### src/mipsPkg.sv
package mipsPkg;

    typedef logic [31:0] instrT;
    typedef logic [31:0] wordT;
    typedef logic [4:0]  regAddrT;
    typedef logic [1:0]  tStageT;
    typedef logic [3:0]  aluOpT;
    typedef logic [2:0]  mduOpT;
    typedef logic [1:0]  widthT;

    typedef enum logic [1:0] {
        IDLE,
        ISSUE,
        HAZARD,
        MDUWAIT
    } issueStateT;

    // Primary opcodes
    localparam logic [5:0] OP_RTYPE = 6'b000_000;
    localparam logic [5:0] OP_ADDI  = 6'b001_000;
    localparam logic [5:0] OP_ANDI  = 6'b001_100;
    localparam logic [5:0] OP_ORI   = 6'b001_101;
    localparam logic [5:0] OP_LUI   = 6'b001_111;
    localparam logic [5:0] OP_BEQ   = 6'b000_100;
    localparam logic [5:0] OP_BNE   = 6'b000_101;
    localparam logic [5:0] OP_LW    = 6'b100_011;
    localparam logic [5:0] OP_LH    = 6'b100_001;
    localparam logic [5:0] OP_LB    = 6'b100_000;
    localparam logic [5:0] OP_SW    = 6'b101_011;
    localparam logic [5:0] OP_SH    = 6'b101_001;
    localparam logic [5:0] OP_SB    = 6'b101_000;
    localparam logic [5:0] OP_LWER  = 6'b111_100;
    localparam logic [5:0] OP_J     = 6'b000_010;
    localparam logic [5:0] OP_JAL   = 6'b000_011;

    // Function codes of R-type
    localparam logic [5:0] FN_ADD   = 6'b100_000;
    localparam logic [5:0] FN_SUB   = 6'b100_010;
    localparam logic [5:0] FN_AND   = 6'b100_100;
    localparam logic [5:0] FN_OR    = 6'b100_101;
    localparam logic [5:0] FN_SLT   = 6'b101_010;
    localparam logic [5:0] FN_SLTU  = 6'b101_011;
    localparam logic [5:0] FN_MULT  = 6'b011_000;
    localparam logic [5:0] FN_MULTU = 6'b011_001;
    localparam logic [5:0] FN_DIV   = 6'b011_010;
    localparam logic [5:0] FN_DIVU  = 6'b011_011;
    localparam logic [5:0] FN_MFHI  = 6'b010_000;
    localparam logic [5:0] FN_MTHI  = 6'b010_001;
    localparam logic [5:0] FN_MFLO  = 6'b010_010;
    localparam logic [5:0] FN_MTLO  = 6'b010_011;
    localparam logic [5:0] FN_JR    = 6'b001_000;
    localparam logic [5:0] FN_JALR  = 6'b001_001;

    localparam mduOpT MDU_MULT  = 3'd0;
    localparam mduOpT MDU_MULTU = 3'd1;
    localparam mduOpT MDU_DIV   = 3'd2;
    localparam mduOpT MDU_DIVU  = 3'd3;

    localparam int QUEUE_DEPTH = 4;
    localparam int QPTR_W      = $clog2(QUEUE_DEPTH);
    localparam int MULT_CYCLES = 5;
    localparam int DIV_CYCLES  = 10;
    localparam int MDU_CNT_W   = $clog2(DIV_CYCLES + 1);

endpackage
### src/Controller.sv
`timescale 1ns/100ps

module Controller (
    input  mipsPkg::instrT   ins,
    // Decode stage
    output logic             isJReg,
    output logic             isJ,
    output logic             isBranch,
    output logic             cmpSelect,
    output logic             isMDFT,
    output logic             linkSelect,
    output mipsPkg::regAddrT a3,
    output mipsPkg::tStageT  tuseRs,
    output mipsPkg::tStageT  tuseRt,
    output mipsPkg::tStageT  tnew,
    // Execute stage
    output logic             aluB,
    output logic             aluImmExt,
    output mipsPkg::aluOpT   aluOp,
    output logic             mduStart,
    output mipsPkg::mduOpT   mduOp,
    output logic             hiWrite,
    output logic             loWrite,
    output logic [1:0]       outSelectE,
    // Memory stage
    output logic             dmWe,
    output mipsPkg::widthT   dmWidth,
    output logic             outSelectM,
    // Source usage
    output logic             isReadRs,
    output logic             isReadRt
);
    import mipsPkg::*;

    logic [5:0] op;
    logic [5:0] func;
    logic       rType;
    logic       add, sub, andR, orR, slt, sltu;
    logic       mult, multu, div, divu;
    logic       mfhi, mflo, mthi, mtlo, jr, jalr;
    logic       addi, andi, ori, lui, beq, bne;
    logic       lw, lh, lb, sw, sh, sb, lwer, j, jal;
    logic       isCalR, isMd, isMf, isMt, isCalI, isLoad, isStore, isLink;

    assign op    = ins[31:26];
    assign func  = ins[5:0];
    assign rType = (op == OP_RTYPE);

    // R-type by function code
    assign add   = rType && (func == FN_ADD);
    assign sub   = rType && (func == FN_SUB);
    assign andR  = rType && (func == FN_AND);
    assign orR   = rType && (func == FN_OR);
    assign slt   = rType && (func == FN_SLT);
    assign sltu  = rType && (func == FN_SLTU);
    assign mult  = rType && (func == FN_MULT);
    assign multu = rType && (func == FN_MULTU);
    assign div   = rType && (func == FN_DIV);
    assign divu  = rType && (func == FN_DIVU);
    assign mfhi  = rType && (func == FN_MFHI);
    assign mflo  = rType && (func == FN_MFLO);
    assign mthi  = rType && (func == FN_MTHI);
    assign mtlo  = rType && (func == FN_MTLO);
    assign jr    = rType && (func == FN_JR);
    assign jalr  = rType && (func == FN_JALR);

    // I-type and J-type by opcode
    assign addi = (op == OP_ADDI);
    assign andi = (op == OP_ANDI);
    assign ori  = (op == OP_ORI);
    assign lui  = (op == OP_LUI);
    assign beq  = (op == OP_BEQ);
    assign bne  = (op == OP_BNE);
    assign lw   = (op == OP_LW);
    assign lh   = (op == OP_LH);
    assign lb   = (op == OP_LB);
    assign sw   = (op == OP_SW);
    assign sh   = (op == OP_SH);
    assign sb   = (op == OP_SB);
    assign lwer = (op == OP_LWER);
    assign j    = (op == OP_J);
    assign jal  = (op == OP_JAL);

    // Instruction classes
    assign isCalR   = add || sub || andR || orR || slt || sltu;
    assign isMd     = mult || multu || div || divu;
    assign isMf     = mfhi || mflo;
    assign isMt     = mthi || mtlo;
    assign isJReg   = jr || jalr;
    assign isCalI   = addi || andi || ori || lui;
    assign isBranch = beq || bne;
    assign isLoad   = lw || lh || lb;
    assign isStore  = sw || sh || sb;
    assign isLink   = jal || jalr;
    assign isJ      = j || jal;

    assign cmpSelect  = !beq;
    assign isMDFT     = isMd || isMf || isMt;
    assign linkSelect = isLink;

    // lwer picks its target late, so it reports no destination
    assign a3 = (isCalR || isMf)  ? ins[15:11] :
                (isCalI || isLoad) ? ins[20:16] :
                isLink             ? 5'd31 :
                                     5'd0;

    assign tuseRs = (isJReg || isBranch) ? 2'd0 :
                    (isCalR || isMd || isMt || isCalI || isLoad || isStore || lwer) ? 2'd1 :
                    2'd3;
    assign tuseRt = isBranch           ? 2'd0 :
                    (isCalR || isMd)   ? 2'd1 :
                    (isStore || lwer)  ? 2'd2 :
                                         2'd3;
    assign tnew   = (isLoad || lwer)           ? 2'd3 :
                    (isCalR || isMf || isCalI) ? 2'd2 :
                    isLink                     ? 2'd1 :
                                                 2'd0;

    assign aluB      = isCalI || isLoad || isStore || lwer;
    assign aluImmExt = addi || isLoad || isStore || lwer;
    assign aluOp     = sub            ? 4'd1 :
                       (andR || andi) ? 4'd2 :
                       (orR || ori)   ? 4'd3 :
                       lui            ? 4'd4 :
                       slt            ? 4'd5 :
                       sltu           ? 4'd6 :
                                        4'd0;

    assign mduStart   = isMd;
    assign mduOp      = divu ? MDU_DIVU : div ? MDU_DIV : multu ? MDU_MULTU : MDU_MULT;
    assign hiWrite    = mthi;
    assign loWrite    = mtlo;
    assign outSelectE = mflo ? 2'd3 : mfhi ? 2'd2 : (isCalR || isCalI) ? 2'd1 : 2'd0;

    assign dmWe       = isStore;
    assign dmWidth    = (sb || lb) ? 2'd2 : (sh || lh) ? 2'd1 : 2'd0;
    assign outSelectM = isLoad || lwer;

    assign isReadRs = isCalR || isMd || isMt || isJReg || isCalI || isBranch
                      || isLoad || isStore || lwer;
    assign isReadRt = isCalR || isMd || isBranch || isStore || lwer;

endmodule

### config.mk
export PLATFORM = sky130hd
export DESIGN_NAME = Controller
export DESIGN_NICKNAME = d
export VERILOG_FILES = /design/src/mipsPkg.sv /design/src/Controller.sv
export SDC_FILE = /design/constraint.sdc
export NUM_CORES = 1
export LEC_CHECK = 0
export BUFFER_PORTS_ARGS = -buffer_cell sky130_fd_sc_hd__buf_2
export CORE_MARGIN = 2
export CORE_UTILIZATION = 40
export DETAILED_ROUTE_END_ITERATION = 12
export MAX_ROUTING_LAYER = met4
export PLACE_DENSITY = 0.86
export SLEW_MARGIN = 40
export SYNTH_ARGS = -nofsm -noshare
export SYNTH_HDL_FRONTEND = slang
export SYNTH_SLANG_ARGS = --single-unit
### constraint.sdc
create_clock -name vclk -period 1.8
set_clock_uncertainty 0.1 [all_clocks]
set_input_delay 0.09 -clock vclk [all_inputs]
set_output_delay 0.09 -clock vclk [all_outputs]
set_load 0.01 [all_outputs]
==> results of run 1 <==
report_power, final:
group | leakage [uW] | internal, uW | switching, uW
Clock | 0 | 0 | 0
Combinational | 0.000531 | 65.1 | 98.5
Sequential | 0 | 0 | 0
per-stage QoR:
stage,util,cells
floorplan,-,118
global placement,0.596,193
detailed placement,0.596,193
CTS,0.596,193
global route,0.596,193
finish,0.596,193
cells by family after synthesis:
group	Yosys count	synth area share
and+or+nand+nor	61	0.512
AOI/OAI and AO/OA	36	0.343
buffers and inverters	18	0.126
muxes	1	0.0133
other	1	0.00497
layout make-up:
type	count	area [sq um]	area share
inverters	6	22.5	0.0217
well taps	25	31.3	0.0301
repair buffers	62	323	0.310
multi-input cells	100	663	0.638
layer usage:
| metal | up-vias | part of all wire | track usage |
|---|---|---|---|
| met3 | 0 | 0.061 | 0.00377 |
| met5 | - | 0 | - |
| met4 | 0 | 0 | 0.0167 |
| met1 | 479 | 0.41 | 0.247 |
| li1 | 542 | - | - |
| met2 | 43 | 0.52 | 0.411 |
Yosys cell counts:
cell	n
o32a_1	1
nor4_4	1
mux2i_1	1
nor3b_2	1
and4b_1	1
a211o_1	1
a22oi_1	3
nor2_1	7
a32oi_1	1
o22ai_1	4
and4_1	3
a31o_2	1
nand4b_1	1
nand3_1	4
nor3b_1	2
nor2b_1	7
clkbuf_1	1
and2_1	6
and2_0	1
nor4_2	1
a31oi_1	7
a21oi_1	1
buf_6	1
o21ai_0	8
nand2b_1	3
and3_1	1
o21ai_1	1
a2111oi_4	1
and2b_1	1
conb_1	1
a21o_1	1
nand3_2	1
o31a_1	1
nor4_1	2
and3b_1	1
a211oi_1	5
or4b_1	2
inv_1	6
nor3_1	5
nand2_1	10
buf_2	7
buf_4	3
final timing paths:
check / startpoint / end / slack (ns) / depth (start not counted)
worst max-delay path: ins[4] / tuseRs[1] / 0.10 / 6
worst min-delay path: ins[17] / a3[1] / 0.44 / 4
==> metrics.md, run 1 <==
| Metric | Value |
|---|---|
| Status | completed |
| Max cap viols | 0 |
| CLK BUF | 0 |
| Final Cell Area | 1040 sq um |
| YS warnings | 0 |
| Critical Path Slowest Stage Cell | or4b_1 |
| Top cells by area, synth | a31oi_1 5.8%, nor2b_1 5.8%, o21ai_0 5.3% |
| Die H | 47.4 um |
| Post-synthesis cell count | 117 |
| Post-CTS Resized | 0 |
| Drt first pass iters | 4 |
| Storage element area | 0 sq um |
| Top delay family on crit path | simple AND/OR/NAND/NOR gates |
| RSZ-0062 raised after global routing | false |
| Vias in the first global route | 864 |
| Lkg Pwr | 0.000531 uW |
| Synth area leader | a31oi_1 |
| Total number of vias | 1064 |
| # fillers | 170 |
| GR Overflow Total | 0 |
| Antenna diode count | 0 |
| Commonest non-fill, non-tap cells in the layout | 57 x buf_2, 10 x nand2_1, 8 x o21ai_0 |
| Peak supply drop | 95.1 uV |
| Final Max Slew Viols | 0 |
| First-iteration detailed-routing DRC count | 8 |
| Syn_area_per_cell | 6.45 sq um |
| WS Path Type | primary input to output port |
| Crit start category | primary input |
| Total Power | 164 uW |
| Crit path DAT | 1.51 ns |
| Critical Path Max Stage Delay | 0.45 ns |
| Cell Pwr Density | 157 nW/um^2 |
| Vias/cell | 5.51 |
| CP Max Fanout | 5 |
| Synthesized area | between 700 and 800 sq um |
| Sequential-to-total area share from yosys stat | 0 |
| Core area | roughly 1700 sq um |
| Total routed wirelength | 2480 um |
| # IOs | 69 |
| Worst setup margin | 0.101 ns |
| Worst slew pin tran | 0.607 ns |
| Seq_cells | 0 |
| Hold_buf cts | 0 |
| Final HPWL DP | 2030 um |
| Synth top area share | 0.0580 |
| WHS | 0.441 ns |
| CP endpoint kind | output port |
| Slew HR | 0.595 |
| Most common cell after layout, fill and taps aside | buf_2 |
| Buf+Inv Stages, Crit Path | 2 |
| Total GRT Usage | 0.211 |
| Initial antenna violation count | 0 |
| Share of cells above drive strength 1 | 0.405 |
| Area post-placement | about 1000 sq um |
| Die ar. | 2250 sq um |
| Required time worst endpoint | between 1.5 and 2 ns |
| DRC | 0 |
| Nets | 202 |
| Setup TNS | 0 ns |
| Tcrit/Tclk final | 0.944 |
| Global-route wire length before repair | around 3500 um |
| CP cell instances | buf_2 > and2b_1 > or4b_1 > a31o_2 > and4b_1 > buf_2 |
| Starting Density | 0.432 |
| Gpl congestion | 0.929 |
| Postcts setup bufs | 0 |
| Setup WS pre-CTS | 0.0961 ns |
| Die width | between 40 and 50 um |
| Worst Hold Class | primary input to output port |
| Largest net degree at the start of global routing | 13 |
| Most frequent cell on the critical path | buf_2 |
| Area Growth Syn to Fin | 37.8% |
| Port Buf Inserts | 57 |
| Setup-violating endpoint count in the final report | 0 |
| WL/cell | 12.8 um |
| Final hold violations | 0 |
| Synth unique cells | 42 |
| Max Fclk | between 500 and 600 MHz |
| Antenna viol nets, final | 0 |
| Period minus WS final | 1.70 ns |
| Num rows | 15 |
No activity file was read; power rests on OpenSTA's default activity.
==> run 2: changes to the inputs <==
--- a/config.mk
+++ b/config.mk
@@ -11,6 +11,7 @@
 export DETAILED_ROUTE_END_ITERATION = 12
 export MAX_ROUTING_LAYER = met4
 export PLACE_DENSITY = 0.86
+export RECOVER_POWER = 25
 export SLEW_MARGIN = 40
 export SYNTH_ARGS = -nofsm -noshare
 export SYNTH_HDL_FRONTEND = slang
==> metrics.md, run 2 (synthesized netlist as in run 1, its figures left out) <==
| Metric | Value |
|---|---|
| Worst slew pin tran | 0.610 ns (+0.00211 ns) |
| Period minus WS final | 1.71 ns (+0.00982 ns) |
| Port Buf Inserts | 57 (unchanged) |
| GR met1 Demand/Resource | 0.247 (unchanged) |
| Largest net degree at the start of global routing | 13 (unchanged) |
| Share of cells above drive strength 1 | 0.381 (-0.0238) |
| GR Util met2 | 0.411 (unchanged) |
| Most frequent cell on the critical path | buf_2 |
| Postcts setup bufs | 0 (unchanged) |
| CP Max Fanout | 10 (+5) |
| Top delay family on crit path | simple AND/OR/NAND/NOR gates |
| Antenna diode count | 0 (unchanged) |
| Crit path DAT | 1.52 ns (about the same) |
| Final HPWL DP | 2030 um (unchanged) |
| # IOs | 69 (unchanged) |
| Post-CTS Resized | 0 (unchanged) |
| Vias/cell | 5.58 (+1.2%) |
| Lkg Pwr | 0.000516 uW (-2.8%) |
| Storage element area | 0 sq um (unchanged) |
| Num rows | 15 (unchanged) |
| Cell Pwr Density | 157 nW/um^2 (about the same) |
| CLK BUF | 0 (unchanged) |
| Critical Path Max Stage Delay | 0.43 ns (-0.02 ns) |
| Total routed wirelength | 2480 um (about the same) |
| Initial antenna violation count | 0 (unchanged) |
| Status | completed |
| Vias in the first global route | 864 (unchanged) |
| GR Util met3 | 0.00377 (unchanged) |
| Buf+Inv Stages, Crit Path | 2 (unchanged) |
| Antenna viol nets, final | 0 (unchanged) |
| Seq_cells | 0 (unchanged) |
| Worst setup margin | 0.0908 ns (-0.00982 ns) |
| Drt first pass iters | 4 (unchanged) |
| Critical Path Slowest Stage Cell | nor4_4 |
| Inst Count DP | 193 (unchanged) |
| Gpl congestion | 0.929 (unchanged) |
| WL/cell | 12.8 um (about the same) |
| Setup WS pre-CTS | 0.0961 ns (unchanged) |
| Hold_buf cts | 0 (unchanged) |
| Core area | 1750 sq um (unchanged) |
| Slew HR | 0.594 (-0.00141) |
| First-iteration detailed-routing DRC count | 13 (+5) |
| Die H | 47.4 um (unchanged) |
| Most common cell after layout, fill and taps aside | buf_2 |
| Setup-violating endpoint count in the final report | 0 (unchanged) |
| WS Path Type | primary input to output port |
| Commonest non-fill, non-tap cells in the layout | 53 x buf_2, 10 x nand2_1, 8 x o21ai_0 |
| CP cell instances | buf_2 > nor4_4 > nand3_1 > nor4_2 > a211o_1 > buf_2 |
| Crit start category | primary input |
| Setup TNS | 0 ns (unchanged) |
| Fin util | 0.593 (-0.00287) |
| Global-route wire length before repair | 3510 um (unchanged) |
| Die width | 47.4 um (unchanged) |
| CP endpoint kind | output port |
| DRC | 0 (unchanged) |
| Final Non-Filler Cells | 193 (unchanged) |
| Final Max Slew Viols | 0 (unchanged) |
| Tcrit/Tclk final | 0.950 (+0.00546) |
| GR Overflow Total | 0 (unchanged) |
| Peak supply drop | 93.0 uV (-2.3%) |
| Nets | 202 (unchanged) |
| Die ar. | 2250 sq um (unchanged) |
| Starting Density | 0.432 (unchanged) |
| Final hold violations | 0 (unchanged) |
| GR peak layer | met2 |
| Max cap viols | 0 (unchanged) |
| RSZ-0062 raised after global routing | false |
| Required time worst endpoint | 1.61 ns (about the same) |
| Max Fclk | 585 MHz (-0.57%) |
| Total number of vias | 1077 (+1.2%) |
| Area Growth Syn to Fin | 37.1% |
| Total GRT Usage | 0.211 (unchanged) |
| Worst Hold Class | primary input to output port |
## run 2: layout make-up
cell class                 count  area (sq um)
timing repair buffer          62           318
tap                           25          31.3
fill                         174           711
multi-input combinational    100           663
inverter                       6          22.5
## run 2: through the flow
stage	hold slack, ns	total power [uW]	instance area [sq um]
after floorplan	0.123	109	758
after global placement	0.441	157	1040
after detailed placement	0.439	162	1040
after CTS	0.442	162	1040
after global routing	0.451	178	1030
final	0.433	163	1030
## run 2: worst paths after layout
path / startpoint / to / slack, ns / cells after the start
min: ins[27] / dmWidth[0] / 0.43 / 3
max: ins[28] / outSelectE[0] / 0.09 / 6
## run 2: where the power goes
| part | total, uW | internal, uW | leakage, uW | switching [uW] |
|---|---|---|---|---|
| clock | 0 | 0 | 0 | 0 |
| sequential | 0 | 0 | 0 | 0 |
| combinational | 163 | 64.3 | 0.000516 | 98.7 |
## run 2: routing by layer
layer / vias up / wire [um]
li1: 543 / -
met4: 0 / 0
met3: 0 / 145
met1: 489 / 1040
met2: 45 / 1290
met5: - / 0
==> run 3: changes to the inputs <==
==> constraint.sdc (replaced) <==
create_clock -name vclk -period 1.8
set_clock_uncertainty 0.1 [all_clocks]
set_input_delay 0.18 -clock vclk [all_inputs]
set_output_delay 0.18 -clock vclk [all_outputs]
set_load 0.01 [all_outputs]
==> metrics.md, run 3 (synthesized netlist as in run 1, its figures left out) <==
| Metric | Value |
|---|---|
| Status | completed |
| Total number of vias | 1231 (+14%) |
| Antenna viol nets, final | 0 (unchanged) |
| Worst slew pin tran | 0.489 ns (-0.121 ns) |
| Sw frac | 0.551 (-0.0544) |
| Setup-violating endpoint count in the final report | 0 (unchanged) |
| CLK BUF | 0 (unchanged) |
| Slew HR | 0.672 (+0.0779) |
| Switch Pwr | 117 uW (+18%) |
| Port Buf Inserts | 57 (unchanged) |
| WL/cell | 14.8 um (+15%) |
| WS Path Type | primary input to output port |
| Largest net degree at the start of global routing | 12 (-1) |
| GR met1 Demand/Resource | 0.272 (+0.0247) |
| Nets | 223 (+10%) |
| GR Util met3 | 0.0151 (+0.0113) |
| Area of the multi-input gates | 726 sq um (+9.4%) |
| Final hold violations | 0 (unchanged) |
| Crit path DAT | 1.51 ns (about the same) |
| Vias/cell | 5.75 (+3.1%) |
| Core area | 1750 sq um (unchanged) |
| Die width | 47.4 um (unchanged) |
| Worst setup margin | 0.00685 ns (-0.0840 ns) |
| Setup WS pre-CTS | -0.0482 ns (-0.144 ns) |
| Total routed wirelength | 3160 um (+28%) |
| Most common cell after layout, fill and taps aside | buf_2 |
| Seq_cells | 0 (unchanged) |
| Final HPWL DP | 2330 um (+15%) |
| Commonest non-fill, non-tap cells in the layout | 54 x buf_2, 26 x buf_4, 10 x nand2_1, 7 x a31oi_1 |
| Lkg Pwr | 0.000652 uW (+26%) |
| Tcrit/Tclk final | 0.996 (+0.0466) |
| Vias in the first global route | 1038 (+20%) |
| Clk pwr share | 0 (unchanged) |
| Share of cells above drive strength 1 | 0.540 (+0.159) |
| Area Growth Syn to Fin | 69.5% |
| Final Cell Area | 1280 sq um (+24%) |
| Die H | 47.4 um (unchanged) |
| Global-route wire length before repair | 4260 um (+22%) |
| First-iteration detailed-routing DRC count | 46 (+33) |
| WHS | 0.633 ns (+0.200 ns) |
| Cell Pwr Density | 166 nW/um^2 (+5.3%) |
| Drt first pass iters | 4 (unchanged) |
| Int Pwr | 95.2 uW (+48%) |
| RSZ-0062 raised after global routing | true |
| CP endpoint kind | output port |
| # IOs | 69 (unchanged) |
| Peak supply drop | 113 uV (+21%) |
| Die ar. | 2250 sq um (unchanged) |
| Period minus WS final | 1.79 ns (+0.0840 ns) |
| Total GRT Usage | 0.264 (+0.0532) |
| Crit start category | primary input |
| GR Util met2 | 0.530 (+0.119) |
| Required time worst endpoint | 1.52 ns (-0.09 ns) |
| Inst Count DP | 209 (+8.3%) |
| Storage element area | 0 sq um (unchanged) |
| Starting Density | 0.432 (unchanged) |
| Area post-placement | 1160 sq um (+12%) |
| Comb power frac | 1.000 (about the same) |
| CP Max Fanout | 4 (-6) |
| Num rows | 15 (unchanged) |
| Hold_buf cts | 0 (unchanged) |
| Max Fclk | 558 MHz (-4.7%) |
| Max cap viols | 0 (unchanged) |
| Gpl congestion | 0.892 (-3.9%) |
| GR peak layer | met2 |
| Final Non-Filler Cells | 214 (+11%) |
| Antenna diode count | 0 (unchanged) |
| Register share of total power | 0 (unchanged) |
| GR Overflow Total | 0 (unchanged) |
| DRC | 0 (unchanged) |
| Final Max Slew Viols | 0 (unchanged) |
| Initial antenna violation count | 0 (unchanged) |
| # fillers | 139 (-20%) |
| Worst Hold Class | primary input to output port |
==> run 3: what timing repair did <==
item	CTS	global route
resized for setup	4	19
setup endpoints to repair	9	14
pin swaps	4	7
buffers inserted	2	4
==> run 3: power by group through the flow <==
| stage | clock, uW | sequential [uW] | combinational [uW] |
|---|---|---|---|
| finish | 0 | 0 | 212 |
| global route | 0 | 0 | 227 |
| CTS | 0 | 0 | 192 |
| detailed placement | 0 | 0 | 187 |
| global placement | 0 | 0 | 180 |
| floorplan | 0 | 0 | 109 |
==> run 3: worst paths after layout <==
check | start | endpoint | slack [ns] | cells after the start
setup / recovery | ins[28] | tnew[1] | 0.007 | 7
hold / removal | ins[15] | a3[4] | 0.63 | 4
==> run 3: critical path, cell delays in order <==
cell and delay [ns]:
buf_8 0.10, nor4_4 0.31, buf_4 0.18, nand3_4 0.09, a2111oi_4 0.35, or4b_1 0.18
buf_2 0.13
==> run 3: layout make-up <==
| class | count | share of cell area |
|---|---|---|
| well taps | 25 | 0.0245 |
| repair buffers | 83 | 0.390 |
| multi-input cells | 100 | 0.568 |
| inverters | 6 | 0.0176 |
==> run 3: metrics by stage <==
| stage | TNS (ns) | utilization | total power, uW |
|---|---|---|---|
| after global placement | 0 | 0.665 | 180 |
| final | 0 | 0.733 | 212 |
| after global routing | -0.166 | 0.733 | 227 |
| after detailed placement | -0.233 | 0.665 | 187 |
| after floorplan | 0 | - | 109 |
| after CTS | 0 | 0.679 | 192 |
==> run 3: layer usage <==
layer	part of all wire	up-vias
li1	-	587
met1	0.37	578
met2	0.56	62
met3	0.065	4
met4	0.0076	0
met5	0	-
